`src/hdl/pm_defs.svh`:
```
/*
    Widths, address map, register indexes and constants shared by the peripherals.
    Include it in any file that needs one of these values.
*/
`ifndef PM_DEFS_SVH
`define PM_DEFS_SVH

`define PM_ADR_W            16      // Host byte address
`define PM_DAT_W            32
`define PM_PIO_W            8       // External PIO pins
`define PM_IRQ_NUM          4
`define PM_DEV_LSB          8       // Device index starts here
`define PM_DEV_W            4
`define PM_REG_W            3       // Register index starts at bit 2

`define PM_DEV_PIO          4'd1
`define PM_DEV_TMR          4'd2
`define PM_DEV_IRQ          4'd3
`define PM_PERIPH_SPACE     2'b11   // Address bits 15:14

`define PM_BEAT             125     // Clocks per timer beat
`define PM_HW_VER_MAJOR     8'd1
`define PM_HW_VER_MINOR     8'd0

// PIO registers
`define PM_PIO_VER          3'd0
`define PM_PIO_DIN          3'd1
`define PM_PIO_DOUT         3'd2
`define PM_PIO_SET          3'd3
`define PM_PIO_CLR          3'd4
`define PM_PIO_MASK         3'd5

// Timer registers
`define PM_TMR_CNT          3'd0
`define PM_TMR_ALARM        3'd1
`define PM_TMR_CTL          3'd2

// Interrupt controller registers
`define PM_IRQ_PEND         3'd0
`define PM_IRQ_MASK         3'd1

`endif

```
`src/hdl/pm_pkg.sv`:
```
/*
    Bus and interrupt types for the policy maker peripherals.
    Refer to them as pm_pkg::name.
*/
`include "pm_defs.svh"

package pm_pkg;

    // Register index on the local bus
    typedef logic [`PM_REG_W-1:0]   lb_adr_t;

    // Bus data word
    typedef logic [`PM_DAT_W-1:0]   lb_dat_t;

    // Host byte address
    typedef logic [`PM_ADR_W-1:0]   host_adr_t;

    // Interrupt requests
    // Bit 0 PIO, bit 1 timer, bits 3:2 external
    typedef logic [`PM_IRQ_NUM-1:0] irq_vec_t;

endpackage

```
`src/hdl/pm_lb_if.sv`:
```
/*
    Local bus between the address decoder and one peripheral.
    Write is a single wr strobe, read returns dout with vld one cycle after rd.
*/
`timescale 1ns/100ps

interface pm_lb_if;

    pm_pkg::lb_adr_t    adr;    // Register index
    pm_pkg::lb_dat_t    din;    // Write data
    logic               wr;
    logic               rd;
    pm_pkg::lb_dat_t    dout;   // Read data
    logic               vld;    // Read data valid

    // Decoder side
    modport ctl
    (
        output adr, din, wr, rd,
        input  dout, vld
    );

    // Peripheral side
    modport dev
    (
        input  adr, din, wr, rd,
        output dout, vld
    );

endinterface

```
`src/hdl/pm_lb_decoder.sv`:
```
/*
    Splits host accesses over the peripheral local buses and merges the read data.
    Reads outside the map still complete, returning zero one cycle later.
*/
`timescale 1ns/100ps
`include "pm_defs.svh"

module pm_lb_decoder
(
    input  logic                clk,
    input  logic                rst,

    // Host
    input  pm_pkg::host_adr_t   adr,
    input  logic                wr,
    input  logic                rd,
    input  pm_pkg::lb_dat_t     wr_dat,
    output pm_pkg::lb_dat_t     rd_dat,
    output logic                rd_vld,

    // Peripherals
    pm_lb_if.ctl                pio_lb,
    pm_lb_if.ctl                tmr_lb,
    pm_lb_if.ctl                irq_lb
);

    logic                   in_space;
    logic [`PM_DEV_W-1:0]   dev;
    logic                   sel_pio;
    logic                   sel_tmr;
    logic                   sel_irq;
    logic                   hit;
    pm_pkg::lb_adr_t        reg_idx;
    logic                   miss_vld;   // Valid for unmapped reads

    // Address fields
    assign in_space = (adr[`PM_ADR_W-1 -: 2] == `PM_PERIPH_SPACE);
    assign dev      = adr[`PM_DEV_LSB +: `PM_DEV_W];
    assign reg_idx  = adr[2 +: `PM_REG_W];  // Word aligned

    assign sel_pio  = in_space && (dev == `PM_DEV_PIO);
    assign sel_tmr  = in_space && (dev == `PM_DEV_TMR);
    assign sel_irq  = in_space && (dev == `PM_DEV_IRQ);
    assign hit      = sel_pio || sel_tmr || sel_irq;

    // PIO
    assign pio_lb.adr = reg_idx;
    assign pio_lb.din = wr_dat;
    assign pio_lb.wr  = wr && sel_pio;
    assign pio_lb.rd  = rd && sel_pio;

    // Timer
    assign tmr_lb.adr = reg_idx;
    assign tmr_lb.din = wr_dat;
    assign tmr_lb.wr  = wr && sel_tmr;
    assign tmr_lb.rd  = rd && sel_tmr;

    // Interrupt controller
    assign irq_lb.adr = reg_idx;
    assign irq_lb.din = wr_dat;
    assign irq_lb.wr  = wr && sel_irq;
    assign irq_lb.rd  = rd && sel_irq;

    // Unmapped read completes like a peripheral read
    always_ff @(posedge clk)
    begin
        if (rst)
            miss_vld <= 1'b0;
        else
            miss_vld <= rd && !hit;
    end

    // Read data mux
    always_comb
    begin
        if (pio_lb.vld)
            rd_dat = pio_lb.dout;
        else if (tmr_lb.vld)
            rd_dat = tmr_lb.dout;
        else if (irq_lb.vld)
            rd_dat = irq_lb.dout;
        else
            rd_dat = '0;    // Unmapped or idle
    end

    assign rd_vld = pio_lb.vld || tmr_lb.vld || irq_lb.vld || miss_vld;

endmodule

```
`src/hdl/pm_pio.sv`:
```
/*
    Parallel I/O registers for version, sampled inputs and an output with set and clear.
    Pulses irq when a masked input bit changes.
*/
`timescale 1ns/100ps
`include "pm_defs.svh"

module pm_pio
(
    input  logic                    clk,
    input  logic                    rst,
    pm_lb_if.dev                    lb,
    input  logic [`PM_PIO_W-1:0]    pio_in,
    output logic [`PM_PIO_W-1:0]    pio_out,
    output logic                    irq
);

    logic [`PM_PIO_W-1:0]   din_q;      // Input register
    logic [`PM_PIO_W-1:0]   din_prev;   // Compare register
    logic [`PM_PIO_W-1:0]   dout_q;
    logic [`PM_PIO_W-1:0]   mask_q;
    logic [`PM_PIO_W-1:0]   wdat;
    pm_pkg::lb_dat_t        rd_mux;

    assign wdat = lb.din[`PM_PIO_W-1:0];

    always_ff @(posedge clk)
    begin
        if (rst)
        begin
            din_q    <= '0;
            din_prev <= '0;
            dout_q   <= '0;
            mask_q   <= '0;
            irq      <= 1'b0;
        end
        else
        begin
            din_q    <= pio_in;
            din_prev <= din_q;
            irq      <= |((din_q ^ din_prev) & mask_q);    // One cycle per change

            if (lb.wr)
            begin
                case (lb.adr)
                    `PM_PIO_DOUT : dout_q <= wdat;
                    `PM_PIO_SET  : dout_q <= dout_q | wdat;
                    `PM_PIO_CLR  : dout_q <= dout_q & ~wdat;
                    `PM_PIO_MASK : mask_q <= wdat;
                    default      : ;
                endcase
            end
        end
    end

    // SET and CLR read back as zero
    always_comb
    begin
        rd_mux = '0;
        case (lb.adr)
            `PM_PIO_VER  : rd_mux = {16'h0, `PM_HW_VER_MAJOR, `PM_HW_VER_MINOR};
            `PM_PIO_DIN  : rd_mux[`PM_PIO_W-1:0] = din_q;
            `PM_PIO_DOUT : rd_mux[`PM_PIO_W-1:0] = dout_q;
            `PM_PIO_MASK : rd_mux[`PM_PIO_W-1:0] = mask_q;
            default      : rd_mux = '0;
        endcase
    end

    always_ff @(posedge clk)
    begin
        if (lb.rd)
            lb.dout <= rd_mux;
    end

    always_ff @(posedge clk)
    begin
        if (rst)
            lb.vld <= 1'b0;
        else
            lb.vld <= lb.rd;
    end

    assign pio_out = dout_q;

endmodule

```
`src/hdl/pm_tmr.sv`:
```
/*
    Timer with a beat prescaler, a free running beat counter and an alarm.
    irq pulses once when the counter reaches ALARM while CTL bit 0 is set.
*/
`timescale 1ns/100ps
`include "pm_defs.svh"

module pm_tmr
(
    input  logic    clk,
    input  logic    rst,
    pm_lb_if.dev    lb,
    output logic    irq
);

    localparam int PRE_W = $clog2(`PM_BEAT);

    logic [PRE_W-1:0]   pre_cnt;    // Prescaler
    logic               beat;
    pm_pkg::lb_dat_t    cnt_q;
    pm_pkg::lb_dat_t    cnt_nxt;
    pm_pkg::lb_dat_t    alarm_q;
    pm_pkg::lb_dat_t    ctl_q;      // Bit 0 alarm enable
    pm_pkg::lb_dat_t    rd_mux;

    assign beat    = (pre_cnt == PRE_W'(`PM_BEAT - 1));
    assign cnt_nxt = cnt_q + 1'b1;  // Wraps at the top

    always_ff @(posedge clk)
    begin
        if (rst)
        begin
            pre_cnt <= '0;
            cnt_q   <= '0;
            alarm_q <= '0;
            ctl_q   <= '0;
            irq     <= 1'b0;
        end
        else
        begin
            pre_cnt <= beat ? '0 : pre_cnt + 1'b1;

            if (beat)
                cnt_q <= cnt_nxt;

            // Counter takes the alarm value at this beat
            irq <= beat && ctl_q[0] && (cnt_nxt == alarm_q);

            if (lb.wr)
            begin
                case (lb.adr)
                    `PM_TMR_ALARM : alarm_q <= lb.din;
                    `PM_TMR_CTL   : ctl_q   <= lb.din;
                    default       : ;   // CNT is read only
                endcase
            end
        end
    end

    always_comb
    begin
        case (lb.adr)
            `PM_TMR_CNT   : rd_mux = cnt_q;
            `PM_TMR_ALARM : rd_mux = alarm_q;
            `PM_TMR_CTL   : rd_mux = ctl_q;
            default       : rd_mux = '0;
        endcase
    end

    always_ff @(posedge clk)
    begin
        if (lb.rd)
            lb.dout <= rd_mux;
    end

    always_ff @(posedge clk)
    begin
        if (rst)
            lb.vld <= 1'b0;
        else
            lb.vld <= lb.rd;
    end

endmodule

```
`src/hdl/pm_irq.sv`:
```
/*
    Interrupt controller with sticky pending bits and a mask.
    The host interrupt line is high while any masked pending bit is set.
*/
`timescale 1ns/100ps
`include "pm_defs.svh"

module pm_irq
(
    input  logic                clk,
    input  logic                rst,
    pm_lb_if.dev                lb,
    input  pm_pkg::irq_vec_t    req,
    output logic                irq
);

    pm_pkg::irq_vec_t   pend_q;
    pm_pkg::irq_vec_t   mask_q;
    pm_pkg::irq_vec_t   clr;        // Write one to clear
    pm_pkg::lb_dat_t    rd_mux;

    assign clr = (lb.wr && (lb.adr == `PM_IRQ_PEND)) ? lb.din[`PM_IRQ_NUM-1:0] : '0;

    always_ff @(posedge clk)
    begin
        if (rst)
        begin
            pend_q <= '0;
            mask_q <= '0;
            irq    <= 1'b0;
        end
        else
        begin
            pend_q <= (pend_q & ~clr) | req;    // New request beats the clear
            irq    <= |(pend_q & mask_q);

            if (lb.wr && (lb.adr == `PM_IRQ_MASK))
                mask_q <= lb.din[`PM_IRQ_NUM-1:0];
        end
    end

    always_comb
    begin
        rd_mux = '0;
        case (lb.adr)
            `PM_IRQ_PEND : rd_mux[`PM_IRQ_NUM-1:0] = pend_q;
            `PM_IRQ_MASK : rd_mux[`PM_IRQ_NUM-1:0] = mask_q;
            default      : rd_mux = '0;
        endcase
    end

    always_ff @(posedge clk)
    begin
        if (lb.rd)
            lb.dout <= rd_mux;
    end

    always_ff @(posedge clk)
    begin
        if (rst)
            lb.vld <= 1'b0;
        else
            lb.vld <= lb.rd;
    end

endmodule

```
`src/hdl/pm_top.sv`:
```
/*
    Policy maker peripheral block with a host bus decoder, PIO, timer and interrupt controller.
    The host reads and writes single words at 0xc100, 0xc200 and 0xc300.
*/
`timescale 1ns/100ps
`include "pm_defs.svh"

module pm_top
(
    input  logic                    clk,
    input  logic                    rst,

    // Host bus
    input  pm_pkg::host_adr_t       adr,
    input  logic                    wr,
    input  logic                    rd,
    input  pm_pkg::lb_dat_t         wr_dat,
    output pm_pkg::lb_dat_t         rd_dat,
    output logic                    rd_vld,

    // PIO pins
    input  logic [`PM_PIO_W-1:0]    pio_in,
    output logic [`PM_PIO_W-1:0]    pio_out,

    // Interrupts
    input  logic [1:0]              irq_in,
    output logic                    irq
);

    pm_lb_if pio_lb();
    pm_lb_if tmr_lb();
    pm_lb_if irq_lb();

    logic               pio_irq;
    logic               tmr_irq;
    pm_pkg::irq_vec_t   req;

    assign req = {irq_in, tmr_irq, pio_irq};    // External sources on top

    pm_lb_decoder u_dec
    (
        .clk        (clk),
        .rst        (rst),
        .adr        (adr),
        .wr         (wr),
        .rd         (rd),
        .wr_dat     (wr_dat),
        .rd_dat     (rd_dat),
        .rd_vld     (rd_vld),
        .pio_lb     (pio_lb),
        .tmr_lb     (tmr_lb),
        .irq_lb     (irq_lb)
    );

    pm_pio u_pio
    (
        .clk        (clk),
        .rst        (rst),
        .lb         (pio_lb),
        .pio_in     (pio_in),
        .pio_out    (pio_out),
        .irq        (pio_irq)
    );

    pm_tmr u_tmr
    (
        .clk        (clk),
        .rst        (rst),
        .lb         (tmr_lb),
        .irq        (tmr_irq)
    );

    pm_irq u_irq
    (
        .clk        (clk),
        .rst        (rst),
        .lb         (irq_lb),
        .req        (req),
        .irq        (irq)       // Host interrupt line
    );

endmodule

```
`config.mk`:
```
export PLATFORM = sky130hd
export DESIGN_NAME = pm_top
export DESIGN_NICKNAME = d
export VERILOG_FILES = /design/src/hdl/pm_pkg.sv /design/src/hdl/pm_lb_if.sv /design/src/hdl/pm_lb_decoder.sv /design/src/hdl/pm_pio.sv /design/src/hdl/pm_tmr.sv /design/src/hdl/pm_irq.sv /design/src/hdl/pm_top.sv
export VERILOG_INCLUDE_DIRS = /design/src /design/src/hdl
export SDC_FILE = /design/constraint.sdc
export NUM_CORES = 1
export LEC_CHECK = 0
export BUFFER_PORTS_ARGS = -buffer_cell sky130_fd_sc_hd__buf_2
export CAP_MARGIN = 20
export CORE_MARGIN = 8
export CORE_UTILIZATION = 40
export CTS_BUF_LIST = sky130_fd_sc_hd__clkbuf_4 sky130_fd_sc_hd__clkbuf_8 sky130_fd_sc_hd__clkbuf_16
export DETAILED_ROUTE_END_ITERATION = 10
export PLACE_DENSITY_LB_ADDON = 0.1
export RECOVER_POWER = 50
export SYNTH_ARGS = -nofsm -noshare
export SYNTH_HDL_FRONTEND = slang
export SYNTH_SLANG_ARGS = --single-unit
```
`constraint.sdc`:
```
create_clock -name clk -period 4.7 [get_ports clk]
set_clock_uncertainty 0.2 [all_clocks]
set_input_delay 0.235 -clock clk [delete_from_list [all_inputs] [get_ports clk]]
set_output_delay 0.235 -clock clk [all_outputs]
set_load 0.1 [all_outputs]
```
==> qor.csv <==
metric,value,unit
status,"complete, but fails checks",
failing checks,"capacitance limit, slew limit",
Sw Ratio,24.3,%
Final Core Density,48.0,%
post-synthesis sequential area ratio,46.5,%
Flop pwr share,50.3,%
remaining antenna violation count,0,
Int Power,2.60,mW
maximum clock rate,274,MHz
Synth warnings,0,
final worst setup slack,1.05,ns
setup TNS,0,ns
Yosys cell types,59,
Post-Syn Area,0.00936,mm^2
Avg Synthesized Cell Area,8.86,um^2
dpl ws,1.26,ns
Synth async-reset ratio,0,%
Tcrit/Tclk final,77.6,%
RSZ-0062 raised after global routing,no,
routability cong.,0.809,
initial antenna violation count,0,
Final nets,1225,
CP startpoint kind,input pin,
Gate power share,5.2,%
fraction of layout cells with a size suffix above 1,12.3,%
post-CTS setup buffers,0,
via count,7581,
CP required,4.76,ns
Initial Util,40.4,%
Synth Instances,1057,
Detail Route met2 WL,10700,um
top layer in use,met4,
die height,169,um
Power Dens Cells,309,mW/mm^2
"Clk Latency, worst-skew pair",0.44,ns
Fin. Hold Viols,0,
Ports,104,
PostCTS Resize Cnt,0,
IO Port Bufs,96,
critical path endpoint category,flop,
min cycle time layout,3.65,ns
CTS Buf Count,17,
final setup vio count,0,
Slew Limit Fails,178,
Total Routing Usage GR,17.9,%
Vias/cell,5.08,
die area,0.0286,mm^2
root buf cell,clkbuf_16,
WL met3,1200,um
Rel. slew slack,-64.3,%
count of clock tree sinks,195,
# rows,56,
Slew @ Worst Pin,2.46,ns
wl on met1,13100,um
MaxCap Viol Count,3,
diode count,0,
Mapped Nets,1122,
clock tree buffer depth,2,
WS Path Type,input pin to flop,
GRT Residual Overflow,0,
number of global-route vias before repair,7113,
CTS tree,yes,
Seq cells post-synth,195,
first-pass GRT wire length,40800,um
area added between synthesis and finish,18.8,%
DRT Pass-1 Iters,7,
Routed WL,25300,um
number of synthesized flops with an enable pin,45,
hpwl dp,17700,um
DR WL/cell,17.0,um
Peak VDD IR,215,uV
"Data arrival, critical path",3.71,ns
core area,0.0232,mm^2
Iter 0 DRT Violations,574,
P_leak,4.05,nW
H-tree depth,4,
hold crit path type,input pin to flop,
crit-path max FO,52,
Post-DP Area,0.0100,mm^2
pin count of the biggest net entering global routing,92,
drc violations,0,
die width,169,um
final instance area,0.0111,mm^2
Main synth FF type,dfxtp_1,
P_sw,0.835,mW
Clock power frac,44.6,%
clk slew on worst S/H paths,0.08,ns
==> cells in the mapped netlist, types with 2 or more instances <==
master | count | area, um^2
or2_2 | 2 | 12.5
nand2b_1 | 4 | 25.0
buf_4 | 4 | 30.0
and3_1 | 5 | 31.3
nor3_1 | 28 | 140
mux2i_1 | 90 | 901
nor2b_1 | 20 | 125
xor2_1 | 35 | 307
inv_1 | 11 | 41.3
dfxtp_1 | 150 | 3000
buf_2 | 9 | 45.0
nand2_1 | 123 | 462
nor3b_1 | 3 | 22.5
buf_1 | 7 | 26.3
nor2_1 | 175 | 657
nand3_1 | 17 | 85.1
a31oi_1 | 2 | 12.5
and4b_1 | 3 | 30.0
xnor2_1 | 50 | 438
mux2_2 | 2 | 22.5
and2_1 | 25 | 156
or4_1 | 2 | 15.0
nor4_1 | 10 | 62.6
and4_1 | 4 | 35.0
or4b_2 | 2 | 20.0
a22oi_1 | 9 | 67.6
edfxtp_1 | 45 | 1350
o211ai_1 | 2 | 15.0
a22o_1 | 5 | 43.8
ha_1 | 3 | 37.5
clkbuf_1 | 52 | 195
a21oi_1 | 85 | 425
o21ai_0 | 30 | 150
nand4_1 | 14 | 87.6
or3_1 | 5 | 31.3
==> power by group through the flow <==
stage	clock network, mW	registers, mW	logic [mW]
global placement	0	1.76	0.146
CTS	1.56	1.73	0.178
finish	1.53	1.73	0.178
detailed placement	0	1.76	0.147
global route	1.63	1.73	0.193
floorplan	0	1.76	0.0859
==> per-stage QoR <==
step	total power, mW	hold WS [ns]	instances
2_1_floorplan	1.85	0.114	1057
3_3_place_gp	1.91	0.225	1410
3_5_place_dp	1.91	0.228	1410
4_1_cts	3.46	0.0121	1492
5_1_grt	3.55	0.0302	1492
6_report	3.43	0.0356	1492
==> cells in the final DEF (no fill, tap or decap), types with 13 or more instances in the layout <==
cell / n
a21oi_1: 85
and2_1: 24
buf_2: 84
clkbuf_1: 13
clkbuf_16: 17
dfxtp_1: 150
dlygate4sd3_1: 50
edfxtp_1: 45
mux2i_1: 90
nand2_1: 123
nand3_1: 17
nand4_1: 14
nor2_1: 173
nor2b_1: 19
nor3_1: 28
o21ai_0: 30
xnor2_1: 50
xor2_1: 35
==> final timing paths <==
kind / from / to / slack, ns / depth (start not counted)
hold reg to reg: u_pio.irq / u_irq.pend_q[0] / 0.24 / 2
hold / removal: adr[3] / u_irq.lb.dout[2] / 0.04 / 2
setup / recovery: adr[4] / u_pio.mask_q[4] / 1.05 / 4
setup reg to reg: u_tmr.cnt_q[0] / u_tmr.irq / 1.22 / 8
==> routing by layer <==
layer / track usage [%] / vias to the layer above
met4: 4.42 / 0
met2: 25.4 / 162
met3: 3.26 / 26
li1: - / 3821
met1: 27.2 / 3572
met5: 0 / -
==> area by class of cell <==
| type | instances | area (um^2) |
|---|---|---|
| Fill cell | 2289 | 12100 |
| Clock inverter | 15 | 191 |
| Sequential cell | 195 | 4350 |
| Multi-Input combinational cell | 779 | 4680 |
| Inverter | 11 | 41.3 |
| Timing Repair Buffer | 156 | 1030 |
| Clock buffer | 17 | 425 |
| Tap cell | 319 | 399 |
==> sequential cells by signal (all words and copies together), names as in the netlist <==
name and count:
u_dec.miss_vld 1, u_irq.irq 1, u_irq.lb.dout 4, u_irq.lb.vld 1, u_irq.mask_q 4, u_irq.pend_q 4, u_pio.din_prev 8, u_pio.din_q 8
u_pio.irq 1, u_pio.lb.dout 9, u_pio.lb.vld 1, u_pio.mask_q 8, u_pio.pio_out 8, u_tmr.alarm_q 32, u_tmr.cnt_q 32, u_tmr.ctl_q 32
u_tmr.irq 1, u_tmr.lb.dout 32, u_tmr.lb.vld 1, u_tmr.pre_cnt 7
==> worst max-delay path, cell delays in order <==
cell and delay (ns):
clkbuf_1 1.72, nand4_1 1.27, mux2i_1 0.41, nor2_1 0.06
==> cells by family after synthesis <==
group / after synthesis / synth area share, %
simple gates: 453 / 22.6
flops: 195 / 46.5
compound gates: 144 / 8.71
mux: 92 / 9.86
xor+xnor: 86 / 8.19
buf+inv: 83 / 3.61
fa+ha+maj: 4 / 0.508
==> repair_timing <==
item,CTS,global route
setup endpoints to repair,0,0
hold buffers,50,0
hold endpoints to repair,93,0
Power figures use the tool's default switching activity.
